<file path="config.mk">
export PLATFORM = sky130hd
export DESIGN_NAME = muldiv_pipe
export DESIGN_NICKNAME = d
export VERILOG_FILES = /design/src/design/muldiv_pkg.sv /design/src/design/mul_step_pipe.sv /design/src/design/div_unit.sv /design/src/design/muldiv_pipe.sv
export VERILOG_INCLUDE_DIRS = /design/src /design/src/design
export SDC_FILE = /design/constraint.sdc
export NUM_CORES = 2
export LEC_CHECK = 0
export CAP_MARGIN = 5
export CORE_ASPECT_RATIO = 1.5
export CORE_MARGIN = 8
export CORE_UTILIZATION = 60
export DETAILED_ROUTE_END_ITERATION = 16
export DONT_BUFFER_PORTS = 1
export MAX_ROUTING_LAYER = met4
export PLACE_DENSITY = 0.8
export SYNTH_ARGS = -nofsm -noshare
export SYNTH_HDL_FRONTEND = slang
export SYNTH_SLANG_ARGS = --single-unit
</file>
<file path="constraint.sdc">
create_clock -name i_clk -period 10.7 [get_ports i_clk]
set_input_delay 2.675 -clock i_clk [delete_from_list [all_inputs] [get_ports i_clk]]
set_output_delay 2.675 -clock i_clk [all_outputs]
set_load 0.02 [all_outputs]
</file>
<file path="src/design/muldiv_settings.svh">
`ifndef MULDIV_SETTINGS_SVH
`define MULDIV_SETTINGS_SVH

// ==========================================================
// Datapath
// ==========================================================

`define XLEN 32

// Multiplier bits consumed by each pipeline stage
`define MUL_UNROLL 8

// ==========================================================
// Scheduler side
// ==========================================================

`define RNID_W 6
`define RV_ENTRY_SIZE 8   // Issue slots, one-hot
`define BR_MASK_W 4       // Outstanding branch tags

`endif

</file>
<file path="src/design/muldiv_pkg.sv">
`default_nettype none

`include "muldiv_settings.svh"

package muldiv_pkg;

  // ==========================================================
  // Widths
  // ==========================================================

  typedef logic [`XLEN-1:0]          xlen_t;
  typedef logic [`RNID_W-1:0]        rnid_t;
  typedef logic [`RV_ENTRY_SIZE-1:0] index_oh_t;   // Issue slot, one-hot
  typedef logic [`BR_MASK_W-1:0]     br_mask_t;

  // ==========================================================
  // Operations
  // ==========================================================

  typedef enum logic [3:0] {
    OP_NONE,
    OP_MUL,
    OP_MULH,
    OP_MULHU,
    OP_MULHSU,
    OP_DIV,
    OP_DIVU,
    OP_REM,
    OP_REMU
  } op_t;

  // Destination identity returned with the result
  typedef struct packed {
    rnid_t     rd_rnid;
    index_oh_t index_oh;
  } tag_t;

  typedef struct packed {
    op_t      op;
    xlen_t    rs1;   // Dividend
    xlen_t    rs2;   // Divisor
    tag_t     tag;
    br_mask_t br_mask;
  } div_req_t;

  typedef enum logic [1:0] {
    DIV_IDLE,
    DIV_BUSY,
    DIV_DONE   // Result held for the response port
  } div_state_t;

endpackage

`default_nettype wire

</file>
<file path="src/design/mul_step_pipe.sv">
`timescale 1ns/1ps
`default_nettype none

`include "muldiv_settings.svh"

module mul_step_pipe (
  input  wire                    i_clk,
  input  wire                    i_reset_n,

  input  wire                    i_valid,
  input  wire muldiv_pkg::op_t   i_op,
  input  wire muldiv_pkg::xlen_t i_rs1,
  input  wire muldiv_pkg::xlen_t i_rs2,
  input  wire muldiv_pkg::tag_t  i_tag,

  output logic                   o_valid,
  output muldiv_pkg::xlen_t      o_res,
  output muldiv_pkg::tag_t       o_tag
);

  localparam int XLEN     = `XLEN;
  localparam int UNROLL   = `MUL_UNROLL;
  localparam int MUL_STEP = (XLEN + UNROLL - 1) / UNROLL;
  localparam int MUL_W    = MUL_STEP * UNROLL;    // Multiplier bits covered by all slices
  localparam int PROD_W   = XLEN + MUL_W + 2;

  typedef struct packed {
    muldiv_pkg::op_t   op;
    muldiv_pkg::tag_t  tag;
    logic [XLEN:0]     mcand;   // rs1, one bit wider
    logic [MUL_W:0]    mplr;    // rs2, sliced per stage
    logic [PROD_W-1:0] prod;
  } mul_stage_t;

  // ==========================================================
  // Operand extension
  // ==========================================================

  logic       w_mcand_signed;
  logic       w_mplr_signed;
  mul_stage_t w_head;

  assign w_mcand_signed = (i_op == muldiv_pkg::OP_MUL) |
                          (i_op == muldiv_pkg::OP_MULH) |
                          (i_op == muldiv_pkg::OP_MULHSU);
  assign w_mplr_signed  = (i_op == muldiv_pkg::OP_MUL) |
                          (i_op == muldiv_pkg::OP_MULH);

  always_comb begin
    w_head.op    = i_op;
    w_head.tag   = i_tag;
    w_head.mcand = {w_mcand_signed & i_rs1[XLEN-1], i_rs1};
    w_head.mplr  = {{(MUL_W + 1 - XLEN){w_mplr_signed & i_rs2[XLEN-1]}}, i_rs2};
    w_head.prod  = '0;
  end

  // ==========================================================
  // Stages
  // ==========================================================

  logic       r_valid [MUL_STEP];
  mul_stage_t r_stage [MUL_STEP];

  generate
    for (genvar s = 0; s < MUL_STEP; s++) begin : g_step
      mul_stage_t               w_in;
      mul_stage_t               w_out;
      logic                     w_in_valid;
      logic [UNROLL:0]          w_slice;
      logic signed [PROD_W-1:0] w_pp;

      if (s == 0) begin : g_first
        assign w_in       = w_head;
        assign w_in_valid = i_valid;
      end else begin : g_next
        assign w_in       = r_stage[s-1];
        assign w_in_valid = r_valid[s-1];
      end

      // Only the top slice holds the sign of rs2
      if (s == MUL_STEP - 1) begin : g_top_slice
        assign w_slice = w_in.mplr[s*UNROLL +: UNROLL+1];
      end else begin : g_low_slice
        assign w_slice = {1'b0, w_in.mplr[s*UNROLL +: UNROLL]};
      end

      assign w_pp = PROD_W'($signed(w_in.mcand)) * PROD_W'($signed(w_slice));

      always_comb begin
        w_out      = w_in;
        w_out.prod = w_in.prod + (w_pp <<< (s * UNROLL));   // Weight of this slice
      end

      always_ff @(posedge i_clk or negedge i_reset_n) begin
        if (!i_reset_n) begin
          r_valid[s] <= 1'b0;
        end else begin
          r_valid[s] <= w_in_valid;
        end
      end

      always_ff @(posedge i_clk) begin
        r_stage[s] <= w_out;
      end
    end
  endgenerate

  // ==========================================================
  // Result word
  // ==========================================================

  mul_stage_t w_tail;

  assign w_tail  = r_stage[MUL_STEP-1];

  assign o_valid = r_valid[MUL_STEP-1];
  assign o_tag   = w_tail.tag;
  assign o_res   = (w_tail.op == muldiv_pkg::OP_MUL) ? w_tail.prod[XLEN-1:0] :
                                                       w_tail.prod[XLEN +: XLEN];   // MULH forms

endmodule

`default_nettype wire

</file>
<file path="src/design/div_unit.sv">
`timescale 1ns/1ps
`default_nettype none

`include "muldiv_settings.svh"

module div_unit (
  input  wire                         i_clk,
  input  wire                         i_reset_n,

  input  wire                         i_valid,
  input  wire muldiv_pkg::div_req_t   i_req,
  output logic                        o_ready,

  input  wire                         i_kill_valid,
  input  wire muldiv_pkg::br_mask_t   i_kill_mask,
  input  wire                         i_flush,

  input  wire                         i_resp_ready,
  output logic                        o_valid,
  output muldiv_pkg::xlen_t           o_res,
  output muldiv_pkg::tag_t            o_tag
);

  localparam int XLEN  = `XLEN;
  localparam int CNT_W = $clog2(XLEN + 1);

  muldiv_pkg::div_state_t r_state;
  muldiv_pkg::div_req_t   r_req;
  logic [CNT_W-1:0]       r_count;
  muldiv_pkg::xlen_t      r_dvsr;    // |divisor|
  muldiv_pkg::xlen_t      r_quo;     // Dividend shifts out, quotient shifts in
  logic signed [XLEN:0]   r_rem;
  muldiv_pkg::xlen_t      r_res;

  // ==========================================================
  // Request decode
  // ==========================================================

  logic              w_start;
  logic              w_req_signed;
  logic              w_req_rem;
  logic              w_div_zero;
  logic              w_overflow;
  muldiv_pkg::xlen_t w_abs_rs1;
  muldiv_pkg::xlen_t w_abs_rs2;
  muldiv_pkg::xlen_t w_special_res;

  assign w_start      = i_valid & (r_state == muldiv_pkg::DIV_IDLE);
  assign w_req_signed = (i_req.op == muldiv_pkg::OP_DIV) | (i_req.op == muldiv_pkg::OP_REM);
  assign w_req_rem    = (i_req.op == muldiv_pkg::OP_REM) | (i_req.op == muldiv_pkg::OP_REMU);
  assign w_div_zero   = (i_req.rs2 == '0);
  assign w_overflow   = w_req_signed & (i_req.rs1 == {1'b1, {(XLEN-1){1'b0}}}) & (&i_req.rs2);

  assign w_abs_rs1 = (w_req_signed & i_req.rs1[XLEN-1]) ? -i_req.rs1 : i_req.rs1;
  assign w_abs_rs2 = (w_req_signed & i_req.rs2[XLEN-1]) ? -i_req.rs2 : i_req.rs2;

  always_comb begin
    if (w_div_zero) begin
      w_special_res = w_req_rem ? i_req.rs1 : '1;
    end else begin
      w_special_res = w_req_rem ? '0 : i_req.rs1;   // Most negative / -1
    end
  end

  // ==========================================================
  // Iteration and fix-up
  // ==========================================================

  logic                   w_last;
  logic signed [XLEN+1:0] w_shift;
  logic signed [XLEN+1:0] w_step;
  logic [XLEN:0]          w_rem_fix;
  logic                   w_signed;
  logic                   w_neg_q;
  logic                   w_neg_r;
  muldiv_pkg::xlen_t      w_quo_res;
  muldiv_pkg::xlen_t      w_rem_res;
  logic                   w_squash;

  assign w_last  = (r_count == CNT_W'(XLEN));
  assign w_shift = {r_rem, r_quo[XLEN-1]};
  assign w_step  = r_rem[XLEN] ? w_shift + {2'b00, r_dvsr} :   // Negative remainder adds back
                                 w_shift - {2'b00, r_dvsr};

  assign w_rem_fix = r_rem[XLEN] ? r_rem + {1'b0, r_dvsr} : r_rem;

  assign w_signed  = (r_req.op == muldiv_pkg::OP_DIV) | (r_req.op == muldiv_pkg::OP_REM);
  assign w_neg_q   = w_signed & (r_req.rs1[XLEN-1] ^ r_req.rs2[XLEN-1]);
  assign w_neg_r   = w_signed & r_req.rs1[XLEN-1];   // Remainder takes the dividend sign
  assign w_quo_res = w_neg_q ? -r_quo : r_quo;
  assign w_rem_res = w_neg_r ? -w_rem_fix[XLEN-1:0] : w_rem_fix[XLEN-1:0];

  assign w_squash = i_flush | (i_kill_valid & (|(i_kill_mask & r_req.br_mask)));

  // ==========================================================
  // Control
  // ==========================================================

  always_ff @(posedge i_clk or negedge i_reset_n) begin
    if (!i_reset_n) begin
      r_state <= muldiv_pkg::DIV_IDLE;
      r_count <= '0;
    end else begin
      case (r_state)
        muldiv_pkg::DIV_IDLE: begin
          r_count <= '0;
          if (w_start) begin
            r_state <= (w_div_zero | w_overflow) ? muldiv_pkg::DIV_DONE : muldiv_pkg::DIV_BUSY;
          end
        end
        muldiv_pkg::DIV_BUSY: begin
          if (w_squash) begin
            r_state <= muldiv_pkg::DIV_IDLE;
          end else if (w_last) begin
            r_state <= muldiv_pkg::DIV_DONE;
          end else begin
            r_count <= r_count + 1'b1;
          end
        end
        muldiv_pkg::DIV_DONE: begin
          if (w_squash | i_resp_ready) begin
            r_state <= muldiv_pkg::DIV_IDLE;
          end
        end
        default: r_state <= muldiv_pkg::DIV_IDLE;
      endcase
    end
  end

  always_ff @(posedge i_clk) begin
    if (w_start) begin
      r_req  <= i_req;
      r_quo  <= w_abs_rs1;
      r_dvsr <= w_abs_rs2;
      r_rem  <= '0;
      r_res  <= w_special_res;
    end else if (r_state == muldiv_pkg::DIV_BUSY) begin
      if (w_last) begin
        r_res <= (r_req.op == muldiv_pkg::OP_REM || r_req.op == muldiv_pkg::OP_REMU) ?
                 w_rem_res : w_quo_res;
      end else begin
        r_rem <= w_step[XLEN:0];
        r_quo <= {r_quo[XLEN-2:0], ~w_step[XLEN+1]};   // One quotient bit per cycle
      end
    end
  end

  assign o_ready = (r_state == muldiv_pkg::DIV_IDLE);
  assign o_valid = (r_state == muldiv_pkg::DIV_DONE) & ~w_squash;
  assign o_res   = r_res;
  assign o_tag   = r_req.tag;

endmodule

`default_nettype wire

</file>
<file path="src/design/muldiv_pipe.sv">
`timescale 1ns/1ps
`default_nettype none

module muldiv_pipe (
  input  wire                       i_clk,
  input  wire                       i_reset_n,

  input  wire                       i_valid,
  input  wire muldiv_pkg::op_t      i_op,
  input  wire muldiv_pkg::xlen_t    i_rs1,
  input  wire muldiv_pkg::xlen_t    i_rs2,
  input  wire muldiv_pkg::tag_t     i_tag,
  input  wire muldiv_pkg::br_mask_t i_br_mask,

  input  wire                       i_br_kill_valid,
  input  wire muldiv_pkg::br_mask_t i_br_kill_mask,
  input  wire                       i_flush,

  output logic                      o_stall,

  output logic                      o_valid,
  output muldiv_pkg::xlen_t         o_res,
  output muldiv_pkg::tag_t          o_tag
);

  // ==========================================================
  // Decode
  // ==========================================================

  logic                 w_is_mul;
  logic                 w_is_div;
  muldiv_pkg::div_req_t w_div_req;

  assign w_is_mul = (i_op == muldiv_pkg::OP_MUL)   | (i_op == muldiv_pkg::OP_MULH) |
                    (i_op == muldiv_pkg::OP_MULHU) | (i_op == muldiv_pkg::OP_MULHSU);
  assign w_is_div = (i_op == muldiv_pkg::OP_DIV)   | (i_op == muldiv_pkg::OP_DIVU) |
                    (i_op == muldiv_pkg::OP_REM)   | (i_op == muldiv_pkg::OP_REMU);

  always_comb begin
    w_div_req.op      = i_op;
    w_div_req.rs1     = i_rs1;
    w_div_req.rs2     = i_rs2;
    w_div_req.tag     = i_tag;
    w_div_req.br_mask = i_br_mask;
  end

  // ==========================================================
  // Units
  // ==========================================================

  logic              w_mul_valid;
  muldiv_pkg::xlen_t w_mul_res;
  muldiv_pkg::tag_t  w_mul_tag;

  logic              w_div_ready;
  logic              w_div_valid;
  muldiv_pkg::xlen_t w_div_res;
  muldiv_pkg::tag_t  w_div_tag;

  mul_step_pipe u_mul (
    .i_clk     (i_clk),
    .i_reset_n (i_reset_n),
    .i_valid   (i_valid & w_is_mul),
    .i_op      (i_op),
    .i_rs1     (i_rs1),
    .i_rs2     (i_rs2),
    .i_tag     (i_tag),
    .o_valid   (w_mul_valid),
    .o_res     (w_mul_res),
    .o_tag     (w_mul_tag)
  );

  div_unit u_div (
    .i_clk        (i_clk),
    .i_reset_n    (i_reset_n),
    .i_valid      (i_valid & w_is_div),
    .i_req        (w_div_req),
    .o_ready      (w_div_ready),
    .i_kill_valid (i_br_kill_valid),
    .i_kill_mask  (i_br_kill_mask),
    .i_flush      (i_flush),
    .i_resp_ready (~w_mul_valid),   // Multiply owns the port when valid
    .o_valid      (w_div_valid),
    .o_res        (w_div_res),
    .o_tag        (w_div_tag)
  );

  // ==========================================================
  // Response
  // ==========================================================

  assign o_stall = ~w_div_ready;

  assign o_valid = w_mul_valid | w_div_valid;
  assign o_res   = w_mul_valid ? w_mul_res : w_div_res;
  assign o_tag   = w_mul_valid ? w_mul_tag : w_div_tag;

endmodule

`default_nettype wire

</file>
# Word-level counts from Yosys, hierarchy flattened
# Memory sizes are Yosys's and may differ from the RTL's.
# Cells that the tools add are included.
# op_classes
add_sub_neg,11
mul,4
n_eq_ne,22
n_mux,28
bitwise_logic,34
n_reduce_logical,13
# ops
operator,count
32-bit two-way mux,17
66-bit adder,3
33-bit by 9-bit multiplier with 42-bit output,4
32-bit negator,4
34-bit by 32-bit adder with 34-bit output,1
34-bit two-way mux,1
34-bit by 32-bit subtractor with 34-bit output,1
32-bit adder,1
32-bit equality test (second input constant),1
32-bit zero test,1
32-bit AND reduction,1
4-bit by 3-bit equality test with 1-bit output (second input constant),6
14-bit two-way mux,1
1-bit OR,14
1-bit AND,13
6-bit two-way mux,2
6-bit case mux with 2 select lines,1
2-bit two-way mux,5
4-bit by 1-bit equality test with 1-bit output (second input constant),2
4-bit by 2-bit equality test with 1-bit output (second input constant),2
4-bit equality test (second input constant),2
6-bit by 1-bit adder with 6-bit output (second input constant),1
6-bit equality test (second input constant),1
2-bit by 1-bit inequality test with 1-bit output (second input constant),3
other kinds (14),24
# word_totals
register_bits,227
ramBits,600
input_bits,95
out_inout_bits,48
elab_cells,129
memories,1
# memory_table
name,depth,word_bits,rd,rd_ports_with_merged_regs,write_ports,line,rtl
u_mul.r_stage,4,150,4,0,4,mul_step_pipe.sv:62,mul_stage_t r_stage [MUL_STEP];

# Depth between registers and ports, before layout
# logic_depth
depth_word,8
ltp_mapped,36
depth_no_buf,35

# Modules after synthesis
# Synthesis repeated with hierarchy kept, for this count alone.
# hier_totals
hier_cells,7183
hier_area_um2,66291.1
# modules_own_cells
module,n_inst,cells_each,area_each_um2,seq_area_each_um2
mul_step_pipe,1,5502,51834.7,9228.9
div_unit,1,1621,13769.5,4464.3
muldiv_pipe,1,60,686.9,0.0

# Least setup slack after synthesis
# No wires, ideal clock.
# synth_timing
path_type,in2reg
startpoint,input port i_rs2[0]
endpoint,memory u_mul.r_stage[0][65] (netlist name)
setup_time_ns,0.128
arrival_time_ns,7.953
required_time_ns,10.572
slack_ns,2.619
cell_stages,23
n_path_buf,2
path_cell_list,clkbuf_1 clkbuf_1 nand2_1 fa_1 inv_1 fa_1 inv_1 fa_1 inv_1 fa_1 ha_1 a21o_1 a21o_1 a21oi_1 nand3b_1 nand3b_1 and3_1 o41ai_1 a31oi_1 o21a_1 a221oi_1 mux2i_1 nand4_1
# synth_rtl
element,line,rtl
"start, declared",muldiv_pipe.sv:11,"input wire muldiv_pkg::xlen_t i_rs2,"
"end, declared",mul_step_pipe.sv:62,

==> metrics.csv <==
stage;metric;value;unit
synth;ys_ff_latch;621;
drt;drc;0;
floorplan;initial_utilization;60.3;%
floorplan;design.core.area;110000;sq um
floorplan;die_y;423;microns
layout;multi_input_area;47700;sq um
place;place_congestion;1.06;
synth;synthXorXnorAreaFrac;6.05;%
clocking;path_clk_slew;0.07;ns
synth;synth_warnings;0;
timing;tightest_slew;1.26;ns
grt;grt_pass1_wl;295000;microns
drt;via_per_inst;5.91;
worst_setup_path;critPathKind;flop to flop;
timing;skew;0.0878;ns
layout;drive_above_1_share;3.30;%
clocking;cts_root_buf;clkbuf_16;
synth;synth_edf_count;120;
grt;grt_overflow;0;
synth;synth_area_leader_cell;fa_1;
clocking;ctsHoldBuffers;0;
grt;grt_usage;31.9;%
drt;route.top_layer_used;met4;
grt;grt_start_max_net_pins;100;
timing;setup_violations;0;
drt;dr_wl_met3;13800;microns
drt;dr.pass1.iters;8;
worst_setup_path;critical_path.slowest_cell;dfxtp_1;
timing;finalHoldViolCount;0;
floorplan;die_area;121000;sq um
drt;ant_nets;0;
synth;synth_top_area_share;25.6;%
synth;synth_fa_ha_area_share;35.8;%
synth;synthCells;7280;
floorplan;ioPinCount;143;
clocking;clk-insertion-delay-late;0.71;ns
layout;nets;8610;
worst_setup_path;path_max_fanout;21;
drt;routedWlPerCell;21.9;microns
synth;avgSynthCellArea;9.10;sq um
timing;fin_crit;9.25;ns
place;place_ws;1.54;ns
drt;vias;51000;
place;dpl.hpwl;152000;microns
clocking;cts_sinks;621;
synth;synthMuxAreaShare;0.971;%
timing;hold-worst-slack;0.286;ns
synth;synth-simple-area-share;16.6;%
clocking;cts_repair_resize_count;0;
drt;met2_length;91800;microns
layout;regArea;13700;sq um
place;port_buffers;0;
layout;area_growth;4.84;%
clocking;cts_buffers;59;
timing;slew_headroom;15.9;%
min_path;min_path_type;flop to flop;
drt;wl;189000;microns
layout;fillers;9033;
timing;fin_crit_sh;86.5;%
timing;rsz0062_at_grt;no;
worst_setup_path;endpoint_kind;flop;
clocking;clockBufferDepth;3;
run;drv_cap;0;
floorplan;rows;149;
timing;setup_tns;0;ns
worst_setup_path;cp-start-kind;flop;
worst_setup_path;crit_path_max_incr_delay;0.91;ns
clocking;ctsHtreeMaxLevel;2;
synth;synth_top_family_by_area;adder cells;
clocking;cts_setup_buffers;0;
drt;drt_iter0_markers;4242;
worst_setup_path;cp.required;11.24;ns
worst_setup_path;cp_data_arrival_time;9.79;ns
worst_setup_path;crit_top_cell;fa_1;
drt;wl_met1;69600;microns
timing;finalMaxSlewViolations;0;
synth;syn_area;66200;sq um
synth;synth_nets;8761;
clocking;cts_tree;done;
synth;yosys_most_used_dff;dfxtp_1;
synth;synth_area_leaders;fa_1, dfxtp_1, ha_1, and2_1, inv_1;
synth;synth_compound_area_share;12.6;%
grt;antenna_found_initial;9;
synth;yosysSeqAreaShare;20.7;%
timing;setup_slack;1.45;ns
synth;async_flop_share;1.93;%
timing;timing.fmax;108;MHz
synth;yosysUniqueCellTypes;102;
grt;first_global_vias;53500;
floorplan;die-width;287;microns
run_status;status;finished clean;
[worst paths after layout]
path,startpoint,endpoint,slack (ns),cells after the start
min in group asynchronous,i_reset_n,u_div.r_count[2],1.66,0
min,u_mul.r_stage[2][8],u_mul.r_stage[3][8],0.29,0
min reg2reg,u_mul.r_stage[2][8],u_mul.r_stage[3][8],0.29,0
max,u_mul.r_stage[1][82],u_mul.r_stage[2][61],1.45,32
max in group asynchronous,i_reset_n,u_mul.o_valid,8.96,0
max reg2reg,u_mul.r_stage[1][82],u_mul.r_stage[2][61],1.45,32
[Yosys cell counts (all sizes together), types with 193 or more instances]
cell type and count:
inv 1024, fa 848, nand2 722, and2 653
ha 538, dfxtp 489, a21oi 431, nor2 321
xnor2 285, o21ai 266, clkbuf 231, a21o 193
[per-stage QoR]
step | std cells | util, % | cell area, sq um
3_3_place_gp | 8502 | 61.4 | 67400
3_5_place_dp | 8502 | 61.4 | 67400
4_1_cts | 8611 | 63.2 | 69400
5_1_grt | 8616 | 63.2 | 69400
6_report | 8620 | 63.2 | 69400
2_1_floorplan | 7280 | - | 66200
[layer usage]
layer  vias to the layer above  GRT usage (%)
met5                         -              -
met1                     25300           35.6
met2                      1832           53.5
li1                      23300              -
met4                         0           18.5
met3                       540           5.62
[final cells by class]
cell class,instances,share of cell area [%]
sequential,621,19.7
timing repair buffer,41,0.443
multi-input combinational,5381,68.8
inverter,1025,5.54
clock buffer,68,2.23
antenna,9,0.0324
tap,1434,2.58
clock inverter,41,0.683
[cells in the final DEF (no fill, tap or decap), drive strengths merged, types with 32 or more instances in the layout]
cell,synthesis,routed
and2,653,653
or3,32,32
nor2,321,321
a21oi,431,431
nand4,41,41
ha,538,538
nand2,722,722
edfxtp,120,120
o21ai,266,266
o31ai,35,35
xnor2,285,285
a31oi,44,44
a211oi,49,49
and3,39,39
nand3,55,55
inv,1024,1031
nor2b,63,63
o21a,61,61
buf,22,41
o21bai,43,43
fa,848,848
xor2,172,172
a21o,193,193
clkbuf,231,68
nand2b,67,67
mux2i,44,44
nor3,85,85
dfxtp,489,489
[state kept, by name, indices dropped and copies added (netlist names)]
| signal | flops |
|---|---|
| u_mul.g_step.w_in_valid | 3 |
| u_div.r_dvsr | 32 |
| u_div.r_req | 10 |
| u_div.o_tag | 14 |
| u_mul.r_stage | 456 |
| u_div.r_count | 6 |
| u_div.r_state | 2 |
| u_div.o_res | 32 |
| u_div.r_rem | 33 |
| u_div.r_quo | 32 |
| u_mul.o_valid | 1 |
[logic make-up (layout without fill, tap and decap cells)]
family                     after synthesis  count (layout)
xor gates and xnor gates               457             457
DFF                                    621             621
buffers and inverters                 1278            1175
other                                    0               9
adders and majority gates             1386            1386
muxes                                   62              62
and+or+nand+nor                       2173            2173
AOI/OAI and AO/OA                     1303            1303
[critical path: cells and delay by family, from the launching register on]
kind | cells | cell delay (ns)
xor gates and xnor gates | 2 | 0.30
and+or+nand+nor | 8 | 1.51
AOI/OAI and AO/OA | 12 | 3.26
adders and majority gates | 6 | 2.66
DFF | 1 | 0.91
buffers and inverters | 4 | 0.52
Power is not shown: default switching activity piles up to over one toggle a cycle in this logic, so the estimate is an artifact.
